<file path="src/common/kem_ctrl_pkg.sv">
// shared encodings for the kem controller; at most 8 instructions per mode, rates in 64-bit words
`default_nettype none

package kem_ctrl_pkg;

    // instruction opcodes
    typedef enum logic [1:0] {
        OP_END  = 2'd0,
        OP_DIN  = 2'd1,
        OP_DOUT = 2'd2,
        OP_HASH = 2'd3   // absorb source, squeeze one block to destination
    } op_e;

    // sequencer states
    typedef enum logic [2:0] {
        WAIT = 3'd0,
        DIN  = 3'd1,
        DOUT = 3'd2,
        ABS  = 3'd3,
        RUN  = 3'd4,    // keccak permutation in flight
        SQZ  = 3'd5,
        DONE = 3'd6
    } seq_state_e;

    localparam int PC_W  = 3;
    localparam int LEN_W = 7;    // word count per instruction
    localparam int CNT_W = 5;    // absorb / squeeze counters

    localparam logic BANK_A = 1'b0;
    localparam logic BANK_B = 1'b1;

    // sponge rate in 64-bit words
    localparam logic [CNT_W-1:0] RATE_128 = 5'd21;
    localparam logic [CNT_W-1:0] RATE_256 = 5'd17;

endpackage

`default_nettype wire

</file>
<file path="src/design/addr_channel.sv">
// address moves on the cycle after adv; advances while full are dropped
`timescale 1ns/1ps
`default_nettype none

module addr_channel #(
    parameter int ADDR_W = 12
) (
    input  logic                            clk,
    input  logic                            rstn,
    input  logic                            load,
    input  logic                            adv,
    input  logic [ADDR_W-1:0]               base,
    input  logic [kem_ctrl_pkg::LEN_W-1:0]  len,
    output logic [ADDR_W-1:0]               addr,
    output logic                            full
);

    logic [kem_ctrl_pkg::LEN_W-1:0] cnt;   // advances since load
    logic [kem_ctrl_pkg::LEN_W-1:0] lim;

    always_ff @(posedge clk or negedge rstn) begin
        if (!rstn) begin
            addr <= '0;
            cnt  <= '0;
            lim  <= '0;
        end else if (load) begin
            addr <= base;
            cnt  <= '0;
            lim  <= len;
        end else if (adv && !full) begin
            addr <= addr + 1'b1;
            cnt  <= cnt + 1'b1;
        end
    end

    assign full = (cnt == lim);    // idle channels read as full

endmodule

`default_nettype wire

</file>
<file path="src/design/bank_router.sv">
// lowest-numbered channel on a bank owns its address; write needs adv and the write flag
`timescale 1ns/1ps
`default_nettype none

module bank_router #(
    parameter int ADDR_W   = 12,
    parameter int NUM_CHAN = 2
) (
    input  logic [NUM_CHAN-1:0][ADDR_W-1:0]  ch_addr,
    input  logic [NUM_CHAN-1:0]              ch_adv,
    input  logic [NUM_CHAN-1:0]              ch_write,
    input  logic [NUM_CHAN-1:0]              ch_bank,
    output logic [ADDR_W-1:0]                addr_64rama,
    output logic [ADDR_W-1:0]                addr_64ramb,
    output logic                             we_64rama,
    output logic                             we_64ramb
);

    logic [NUM_CHAN-1:0] wr_a;
    logic [NUM_CHAN-1:0] wr_b;

    always_comb begin
        logic hit_a;
        logic hit_b;
        hit_a       = 1'b0;
        hit_b       = 1'b0;
        addr_64rama = '0;
        addr_64ramb = '0;
        we_64rama   = 1'b0;
        we_64ramb   = 1'b0;
        for (int i = 0; i < NUM_CHAN; i++) begin
            wr_a[i] = ch_adv[i] && ch_write[i] && (ch_bank[i] == kem_ctrl_pkg::BANK_A);
            wr_b[i] = ch_adv[i] && ch_write[i] && (ch_bank[i] == kem_ctrl_pkg::BANK_B);
            if (!hit_a && ch_bank[i] == kem_ctrl_pkg::BANK_A) begin
                hit_a       = 1'b1;
                addr_64rama = ch_addr[i];
                we_64rama   = ch_adv[i] && ch_write[i];
            end
            if (!hit_b && ch_bank[i] == kem_ctrl_pkg::BANK_B) begin
                hit_b       = 1'b1;
                addr_64ramb = ch_addr[i];
                we_64ramb   = ch_adv[i] && ch_write[i];
            end
        end
    end

    always_comb begin
        a_one_writer: assert ($onehot0(wr_a) && $onehot0(wr_b))
            else $error("two channels writing one bank");
    end

endmodule

`default_nettype wire

</file>
<file path="src/design/kem_ctrl_top.sv">
// rom programs are fixed; all waiting is on data_ival, onehash_val and sqzout_val with no back-pressure
`timescale 1ns/1ps
`default_nettype none

module kem_ctrl_top #(
    parameter int ADDR_W   = 12,
    parameter int NUM_CHAN = 2
) (
    input  logic               clk,
    input  logic               rstn,
    input  logic [1:0]         sec_lvl,
    input  logic [1:0]         opermode,
    input  logic               start,
    input  logic               data_ival,
    input  logic               onehash_val,
    input  logic               sqzout_val,
    output logic               work_done,
    output logic               data_oval,
    output logic               msg_val,
    output logic               lastmsg_val,
    output logic               sqzout_en,
    output logic [ADDR_W-1:0]  addr_64rama,
    output logic [ADDR_W-1:0]  addr_64ramb,
    output logic               we_64rama,
    output logic               we_64ramb
);

    kem_ctrl_pkg::op_e                            op;
    kem_ctrl_pkg::seq_state_e                     state;
    logic [kem_ctrl_pkg::PC_W-1:0]                pc;
    logic                                         src_bank, dst_bank;
    logic [ADDR_W-1:0]                            src_base, dst_base;
    logic [kem_ctrl_pkg::LEN_W-1:0]               len;
    logic                                         abs_done, sqz_done, words_left;
    logic [NUM_CHAN-1:0]                          ch_load, ch_adv, ch_write, ch_bank, ch_full;
    logic [NUM_CHAN-1:0][ADDR_W-1:0]              ch_base, ch_addr;
    logic [NUM_CHAN-1:0][kem_ctrl_pkg::LEN_W-1:0] ch_len;

    inst_rom #(.ADDR_W(ADDR_W)) u_rom (
        .clk(clk), .opermode(opermode), .pc(pc), .op(op),
        .src_bank(src_bank), .dst_bank(dst_bank),
        .src_base(src_base), .dst_base(dst_base), .len(len)
    );

    op_sequencer #(.ADDR_W(ADDR_W), .NUM_CHAN(NUM_CHAN)) u_seq (
        .clk(clk), .rstn(rstn), .start(start), .data_ival(data_ival),
        .onehash_val(onehash_val), .sqzout_val(sqzout_val), .op(op),
        .src_bank(src_bank), .dst_bank(dst_bank), .src_base(src_base), .dst_base(dst_base),
        .len(len), .abs_done(abs_done), .sqz_done(sqz_done), .words_left(words_left),
        .ch_full(ch_full), .pc(pc), .ch_load(ch_load), .ch_adv(ch_adv), .ch_write(ch_write),
        .ch_bank(ch_bank), .ch_base(ch_base), .ch_len(ch_len), .state(state),
        .data_oval(data_oval), .work_done(work_done)
    );

    sponge_tracker u_sponge (
        .clk(clk), .rstn(rstn), .sec_lvl(sec_lvl), .state(state),
        .src_adv(ch_adv[0]), .src_full(ch_full[0]),
        .sqzout_val(sqzout_val), .onehash_val(onehash_val),
        .msg_val(msg_val), .lastmsg_val(lastmsg_val), .sqzout_en(sqzout_en),
        .abs_done(abs_done), .sqz_done(sqz_done), .words_left(words_left)
    );

    for (genvar i = 0; i < NUM_CHAN; i++) begin : g_chan
        addr_channel #(.ADDR_W(ADDR_W)) u_chan (
            .clk(clk), .rstn(rstn), .load(ch_load[i]), .adv(ch_adv[i]),
            .base(ch_base[i]), .len(ch_len[i]), .addr(ch_addr[i]), .full(ch_full[i])
        );
    end

    bank_router #(.ADDR_W(ADDR_W), .NUM_CHAN(NUM_CHAN)) u_router (
        .ch_addr(ch_addr), .ch_adv(ch_adv), .ch_write(ch_write), .ch_bank(ch_bank),
        .addr_64rama(addr_64rama), .addr_64ramb(addr_64ramb),
        .we_64rama(we_64rama), .we_64ramb(we_64ramb)
    );

endmodule

`default_nettype wire

</file>
<file path="src/design/sponge_tracker.sv">
// only sec_lvl[0] picks the rate; msg_val lags the source advance by exactly one cycle
`timescale 1ns/1ps
`default_nettype none

module sponge_tracker (
    input  logic                      clk,
    input  logic                      rstn,
    input  logic [1:0]                sec_lvl,
    input  kem_ctrl_pkg::seq_state_e  state,
    input  logic                      src_adv,
    input  logic                      src_full,
    input  logic                      sqzout_val,
    input  logic                      onehash_val,
    output logic                      msg_val,
    output logic                      lastmsg_val,
    output logic                      sqzout_en,
    output logic                      abs_done,
    output logic                      sqz_done,
    output logic                      words_left
);

    logic [kem_ctrl_pkg::CNT_W-1:0] rate;
    logic [kem_ctrl_pkg::CNT_W-1:0] abs_cnt;   // words absorbed in this block
    logic [kem_ctrl_pkg::CNT_W-1:0] sqz_cnt;

    assign rate = sec_lvl[0] ? kem_ctrl_pkg::RATE_128 : kem_ctrl_pkg::RATE_256;

    always_ff @(posedge clk or negedge rstn) begin
        if (!rstn) begin
            msg_val <= 1'b0;
            abs_cnt <= '0;
            sqz_cnt <= '0;
        end else begin
            msg_val <= src_adv && (state == kem_ctrl_pkg::ABS);
            if (onehash_val || state == kem_ctrl_pkg::WAIT)
                abs_cnt <= '0;    // new block
            else if (src_adv && state == kem_ctrl_pkg::ABS)
                abs_cnt <= abs_cnt + 1'b1;
            if (state != kem_ctrl_pkg::SQZ)
                sqz_cnt <= '0;
            else if (sqzout_val && sqzout_en)
                sqz_cnt <= sqz_cnt + 1'b1;
        end
    end

    // source channel goes full on the same cycle the last word is presented
    assign lastmsg_val = msg_val && src_full;
    assign sqzout_en   = (state == kem_ctrl_pkg::SQZ) && (sqz_cnt < rate);
    assign abs_done    = (abs_cnt == rate);
    assign sqz_done    = (sqz_cnt == rate);
    assign words_left  = !src_full;

    a_block_rate: assert property (@(posedge clk) disable iff (!rstn)
        msg_val |-> (abs_cnt != '0) && (abs_cnt <= rate));

endmodule

`default_nettype wire

</file>
<file path="src/sequencer/inst_rom.sv">
// fixed programs, one per opermode; read has 1 cycle latency; mode 2 dout length assumes rate 17
`timescale 1ns/1ps
`default_nettype none

module inst_rom #(
    parameter int ADDR_W = 12
) (
    input  logic                             clk,
    input  logic [1:0]                       opermode,
    input  logic [kem_ctrl_pkg::PC_W-1:0]    pc,
    output kem_ctrl_pkg::op_e                op,
    output logic                             src_bank,
    output logic                             dst_bank,
    output logic [ADDR_W-1:0]                src_base,
    output logic [ADDR_W-1:0]                dst_base,
    output logic [kem_ctrl_pkg::LEN_W-1:0]   len
);

    always_ff @(posedge clk) begin
        op       <= kem_ctrl_pkg::OP_END;   // unused slots end the program
        src_bank <= kem_ctrl_pkg::BANK_A;
        dst_bank <= kem_ctrl_pkg::BANK_B;
        src_base <= '0;
        dst_base <= '0;
        len      <= '0;
        case ({opermode, pc})
            {2'd0, 3'd0}: begin    // load 16 words
                op  <= kem_ctrl_pkg::OP_DIN;
                len <= 7'd16;
            end
            {2'd1, 3'd0}: begin    // hash 16 words a -> b
                op       <= kem_ctrl_pkg::OP_HASH;
                dst_base <= ADDR_W'(256);
                len      <= 7'd16;
            end
            {2'd2, 3'd0}: begin
                op       <= kem_ctrl_pkg::OP_DIN;
                src_base <= ADDR_W'(64);
                len      <= 7'd40;
            end
            {2'd2, 3'd1}: begin    // three absorb blocks at rate 17
                op       <= kem_ctrl_pkg::OP_HASH;
                src_base <= ADDR_W'(64);
                dst_base <= ADDR_W'(512);
                len      <= 7'd40;
            end
            {2'd2, 3'd2}: begin    // read back squeezed block
                op       <= kem_ctrl_pkg::OP_DOUT;
                src_bank <= kem_ctrl_pkg::BANK_B;
                dst_bank <= kem_ctrl_pkg::BANK_A;
                src_base <= ADDR_W'(512);
                len      <= 7'd17;
            end
            {2'd3, 3'd0}: begin
                op  <= kem_ctrl_pkg::OP_DOUT;
                len <= 7'd8;
            end
            default: ;
        endcase
    end

endmodule

`default_nettype wire

</file>
<file path="src/sequencer/op_sequencer.sv">
// channel 0 is the source and channel 1 the destination; needs NUM_CHAN >= 2; start ignored while busy
`timescale 1ns/1ps
`default_nettype none

module op_sequencer #(
    parameter int ADDR_W   = 12,
    parameter int NUM_CHAN = 2
) (
    input  logic                                          clk,
    input  logic                                          rstn,
    input  logic                                          start,
    input  logic                                          data_ival,
    input  logic                                          onehash_val,
    input  logic                                          sqzout_val,
    input  kem_ctrl_pkg::op_e                             op,
    input  logic                                          src_bank,
    input  logic                                          dst_bank,
    input  logic [ADDR_W-1:0]                             src_base,
    input  logic [ADDR_W-1:0]                             dst_base,
    input  logic [kem_ctrl_pkg::LEN_W-1:0]                len,
    input  logic                                          abs_done,
    input  logic                                          sqz_done,
    input  logic                                          words_left,
    input  logic [NUM_CHAN-1:0]                           ch_full,
    output logic [kem_ctrl_pkg::PC_W-1:0]                 pc,
    output logic [NUM_CHAN-1:0]                           ch_load,
    output logic [NUM_CHAN-1:0]                           ch_adv,
    output logic [NUM_CHAN-1:0]                           ch_write,
    output logic [NUM_CHAN-1:0]                           ch_bank,
    output logic [NUM_CHAN-1:0][ADDR_W-1:0]               ch_base,
    output logic [NUM_CHAN-1:0][kem_ctrl_pkg::LEN_W-1:0]  ch_len,
    output kem_ctrl_pkg::seq_state_e                      state,
    output logic                                          data_oval,
    output logic                                          work_done
);

    kem_ctrl_pkg::seq_state_e nxt_state;
    logic busy;
    logic fetching;    // rom output still stale after a pc change
    logic inst_vld;
    logic op_go;

    assign inst_vld = busy && !fetching;
    assign op_go    = (state == kem_ctrl_pkg::WAIT) && inst_vld && (op != kem_ctrl_pkg::OP_END);

    always_ff @(posedge clk or negedge rstn) begin
        if (!rstn) begin
            pc        <= '0;
            busy      <= 1'b0;
            fetching  <= 1'b0;
            work_done <= 1'b0;
            data_oval <= 1'b0;
        end else begin
            work_done <= 1'b0;
            fetching  <= 1'b0;
            data_oval <= (state == kem_ctrl_pkg::DOUT) && ch_adv[0];  // ram read latency
            if (start && !busy) begin
                pc       <= '0;
                busy     <= 1'b1;
                fetching <= 1'b1;
            end else if (state == kem_ctrl_pkg::WAIT && inst_vld &&
                         op == kem_ctrl_pkg::OP_END) begin
                busy      <= 1'b0;
                work_done <= 1'b1;
            end else if (state == kem_ctrl_pkg::DONE) begin
                pc       <= pc + 1'b1;
                fetching <= 1'b1;
            end
        end
    end

    always_ff @(posedge clk or negedge rstn) begin
        if (!rstn)
            state <= kem_ctrl_pkg::WAIT;
        else
            state <= nxt_state;
    end

    always_comb begin
        nxt_state = state;
        case (state)
            kem_ctrl_pkg::WAIT: begin
                if (op_go) begin
                    case (op)
                        kem_ctrl_pkg::OP_DIN:  nxt_state = kem_ctrl_pkg::DIN;
                        kem_ctrl_pkg::OP_DOUT: nxt_state = kem_ctrl_pkg::DOUT;
                        default:               nxt_state = kem_ctrl_pkg::ABS;
                    endcase
                end
            end
            kem_ctrl_pkg::DIN,
            kem_ctrl_pkg::DOUT: if (ch_full[0]) nxt_state = kem_ctrl_pkg::DONE;
            kem_ctrl_pkg::ABS:  if (abs_done || ch_full[0]) nxt_state = kem_ctrl_pkg::RUN;
            kem_ctrl_pkg::RUN: begin
                if (onehash_val)
                    nxt_state = words_left ? kem_ctrl_pkg::ABS : kem_ctrl_pkg::SQZ;
            end
            kem_ctrl_pkg::SQZ:  if (sqz_done) nxt_state = kem_ctrl_pkg::DONE;
            default:            nxt_state = kem_ctrl_pkg::WAIT;   // DONE lasts one cycle
        endcase
    end

    // channel control, extra channels stay idle
    always_comb begin
        ch_load  = '0;
        ch_adv   = '0;
        ch_write = '0;
        ch_bank  = '0;
        ch_base  = '0;
        ch_len   = '0;
        ch_load[0] = op_go;
        ch_load[1] = op_go;
        ch_bank[0] = src_bank;
        ch_bank[1] = dst_bank;
        ch_base[0] = src_base;
        ch_base[1] = dst_base;
        ch_len[0]  = len;
        ch_len[1]  = '1;    // destination bounded by the squeeze count
        ch_write[0] = (state == kem_ctrl_pkg::DIN);
        ch_write[1] = (state == kem_ctrl_pkg::SQZ);
        case (state)
            kem_ctrl_pkg::DIN:  ch_adv[0] = data_ival && !ch_full[0];
            kem_ctrl_pkg::DOUT: ch_adv[0] = !ch_full[0];
            kem_ctrl_pkg::ABS:  ch_adv[0] = !abs_done && !ch_full[0];
            kem_ctrl_pkg::SQZ:  ch_adv[1] = sqzout_val && !sqz_done;
            default: ;
        endcase
    end

    a_no_adv_full: assert property (@(posedge clk) disable iff (!rstn)
        (ch_adv & ch_full) == '0);

    a_done_pulse: assert property (@(posedge clk) disable iff (!rstn)
        work_done |=> !work_done);

endmodule

`default_nettype wire

</file>
<file path="config.mk">
export PLATFORM = sky130hd
export DESIGN_NAME = kem_ctrl_top
export DESIGN_NICKNAME = d
export VERILOG_FILES = /design/src/common/kem_ctrl_pkg.sv /design/src/design/addr_channel.sv /design/src/design/bank_router.sv /design/src/design/kem_ctrl_top.sv /design/src/design/sponge_tracker.sv /design/src/sequencer/inst_rom.sv /design/src/sequencer/op_sequencer.sv
export SDC_FILE = /design/constraint.sdc
export NUM_CORES = 1
export LEC_CHECK = 0
export ABC_AREA = 1
export BUFFER_PORTS_ARGS = -buffer_cell sky130_fd_sc_hd__buf_2
export CAP_MARGIN = 25
export CORE_UTILIZATION = 50
export CTS_CLUSTER_SIZE = 14
export DETAILED_ROUTE_END_ITERATION = 8
export PLACE_DENSITY = 0.7
export SYNTH_ARGS = -nofsm -noshare
export SYNTH_HDL_FRONTEND = slang
export SYNTH_HIERARCHICAL = 1
export SYNTH_SLANG_ARGS = --single-unit
export TNS_END_PERCENT = 20
</file>
<file path="constraint.sdc">
create_clock -name clk -period 6.22 [get_ports clk]
set_clock_uncertainty 0.15 [all_clocks]
set_input_delay 0.622 -clock clk [delete_from_list [all_inputs] [get_ports clk]]
set_output_delay 0.622 -clock clk [all_outputs]
set_load 0.05 [all_outputs]
</file>
==> results by group <==
Detailed routing
  – Drt first pass iters: 4
  – Vias/cell: roughly 4.8
  – Detailed-route via count: a little over 5k
  – WL/cell: 11.39 µm
  – WL final: 12.06 mm
  – Drt drc: 0
  – Initial DRC Count: ~270
  – Final ANT Viol Nets: 0

Power and ir drop
  – Pwr dens: about 460 nW/µm²
  – Leakage: 0.003556 µW
  – Pwr Total: 2929 µW
  – Peak supply drop: a little under 0.2 mV

Timing
  – Number of max-slew violations in the final report: 0
  – Final hold vios: 0
  – Setup TNS: 0 ns
  – Fmax: around 260 MHz
  – RSZ-0062 raised after global routing: no
  – Max-slew headroom: between 20% and 30%
  – Final setup vio count: 0
  – Fin crit period: 3.912 ns
  – Worst Max-Slew Pin Slew: 1.103 ns
  – Hold Slack: between 0.04 and 0.05 ns
  – Crit share post-route: 62.90%

Global routing
  – All-Layer GR Usage: just over 20%
  – Grt total ovfl: 0
  – Initial antenna violation count: 0
  – Largest net degree at the start of global routing: 74
  – Vias in the first global route: 4,554
  – First-pass GRT wire length: 20.89 mm

Final layout
  – Nets: between 900 and 1k
  – Final non-filler cell area: between 6000 and 7000 µm²
  – Post-Layout Cell Count: 1,059
  – Fillers: 1,190
  – Diode count: 0
  – Layout cell share with drive strength beyond 1: 14.70%
  – Area occupied by multi-input gates: 3112 µm²
  – FF/Latch Area: between 2000 and 2500 µm²
  – Syn-to-layout area delta: 3.132%

Logic synthesis
  – Cells after Synth: between 800 and 900
  – Post-Syn Area: approximately 6200 µm²
  – Synth Warn #: 6
  – Mean Syn Cell Area: between 6 and 7 µm²

Worst setup path
  – Worst R2R Start: g_chan[0].u_chan/cnt[4]$_DFFE_PN0P_
  – WP data required: between 5 and 6 ns
  – CP endpoint: we_64ramb
  – CP startpoint kind: flip-flop
  – Critical-path maximum fanout: 11
  – Worst R2R Path Depth: 16
  – Setup crit start: g_chan[0].u_chan/cnt[4]$_DFFE_PN0P_
  – CP Data Arrival Time: roughly 3.1 ns
  – Critical R2R Capture: g_chan[0].u_chan/addr[3]$_DFFE_PN0P_
  – Crit path capture type: output pin
  – R2R Setup Slk: 2.69 ns
  – CP Class: reg2out

Placed design
  – RD Place Congestion: 0.8238
  – I/O Buffers: 39
  – DP Area: a little over 6000 µm²
  – Placed cells: about 1.0k
  – DP HPWL: 8.233 mm

Clock network
  – Max clock buf depth: 2
  – Post-CTS Setup Bufs: 0
  – Worst skew pair latency: 0.35 ns
  – TritonCTS Buffers: 9
  – CTS Hold Buffers Added: 0
  – Sink Count: between 80 and 90
  – CTS-repair resized insts: 0
  – CTS tree: built
  – H-tree Lvls: 3
  – CTS root buf: clkbuf_16
  – Worst-path clk slew: ~0.070 ns

Hold path
  – Hold Crit Class: in2async

Floorplanning
  – Die width: 113.3 µm
  – Die height: between 100 and 150 µm
  – Core ar.: approximately 12,000 µm²
  – Die area: ~13,000 µm²
  – I/O pin count: 41
  – Initial Util: between 50% and 60%
  – FP Rows: 40

Run
  – Max-capacitance violation count: 0

Run status
  – Outcome: complete, no violations
==> layer usage <==
layer / share of wire [%] / track usage, % / wire [µm] / up-vias
met5: 0 / 0 / 0 / -
met2: 47 / 33.54 / 5629 / 84
met4: 2.2 / 10.00 / 262 / 0
li1: - / - / - / 2692
met1: 47 / 26.64 / 5686 / 2287
met3: 4.0 / 2.946 / 485 / 17
==> worst min path at each step <==
stage	slack, ns	to	startpoint
floorplan	0.18	g_chan[0].u_chan/addr[0]$_DFFE_PN0P_	rstn
global placement	0.27	g_chan[0].u_chan/lim[3]$_DFFE_PN0P_	u_rom/len[3]$_DFF_P_
detailed placement	0.28	g_chan[0].u_chan/lim[5]$_DFFE_PN0P_	u_rom/len[5]$_DFF_P_
CTS	0.29	u_seq/pc[2]$_DFFE_PN0P_	start
global route	0.08	u_sponge/sqz_cnt[2]$_DFFE_PN0P_	rstn
finish	0.05	u_sponge/sqz_cnt[2]$_DFFE_PN0P_	rstn
==> worst max-delay path, stage by stage, from the launching register on <==
cell and delay [ns]:
dfrtp_1 0.47, inv_1 0.07, nand2_1 0.06, nand2_1 0.04, nand3_1 0.12, inv_1 0.05, nand3_1 0.24, inv_1 0.20
inv_1 0.14, nand2_4 0.08, a21oi_1 0.78, nand3_1 0.17, nand2_1 0.10, buf_2 0.27
==> flip-flops by register name (all words and copies together), names as in the netlist, 2 cells and up <==
signal	cells
u_rom/dst_base	2
u_rom/src_base	2
u_rom/len	4
g_chan.u_chan/lim	14
u_rom/op	2
u_seq/pc	3
g_chan.u_chan/addr	24
u_seq/state	3
u_sponge/sqz_cnt	5
g_chan.u_chan/cnt	14
u_sponge/abs_cnt	5
==> metrics by stage <==
| step | utilization (%) | setup slack [ns] |
|---|---|---|
| 2_1_floorplan | - | 2.748 |
| 3_3_place_gp | 50.16 | 2.742 |
| 3_5_place_dp | 50.16 | 2.682 |
| 4_1_cts | 52.72 | 2.281 |
| 5_1_grt | 52.95 | 1.983 |
| 6_report | 52.95 | 2.308 |
==> layout by cell type (no fill, tap or decap), types with 3 or more instances in the layout <==
| master | count |
|---|---|
| nand2_1 | 333 |
| inv_1 | 100 |
| nand3_1 | 84 |
| dfrtp_1 | 73 |
| buf_2 | 38 |
| nand4_1 | 30 |
| conb_1 | 30 |
| nand3_2 | 29 |
| nor2_1 | 28 |
| o21ai_0 | 26 |
| nor2_2 | 14 |
| xor2_1 | 14 |
| dfxtp_1 | 12 |
| ha_1 | 10 |
| clkbuf_16 | 9 |
| inv_2 | 8 |
| a21oi_1 | 7 |
| buf_4 | 6 |
| nor2_4 | 5 |
| nand2_2 | 4 |
| clkinvlp_4 | 3 |
| clkinv_1 | 3 |
| nor3_1 | 3 |
==> power by group <==
part           switching (µW)  internal [µW]  total, µW
registers                 241            727        967
logic                     973            426       1400
clock network             237            325        562
total                    1450           1480       2930
==> cell type report <==
class                      instances  share of cell area, %
clock inverter                     6                  1.097
clock buffer                      10                  3.742
inverter                         112                  6.661
timing repair buffer              45                  4.114
tap                              168                  3.292
multi-input combinational        633                  48.73
sequential                        85                  32.37
Note: power is estimated with default switching activity, not from simulation.
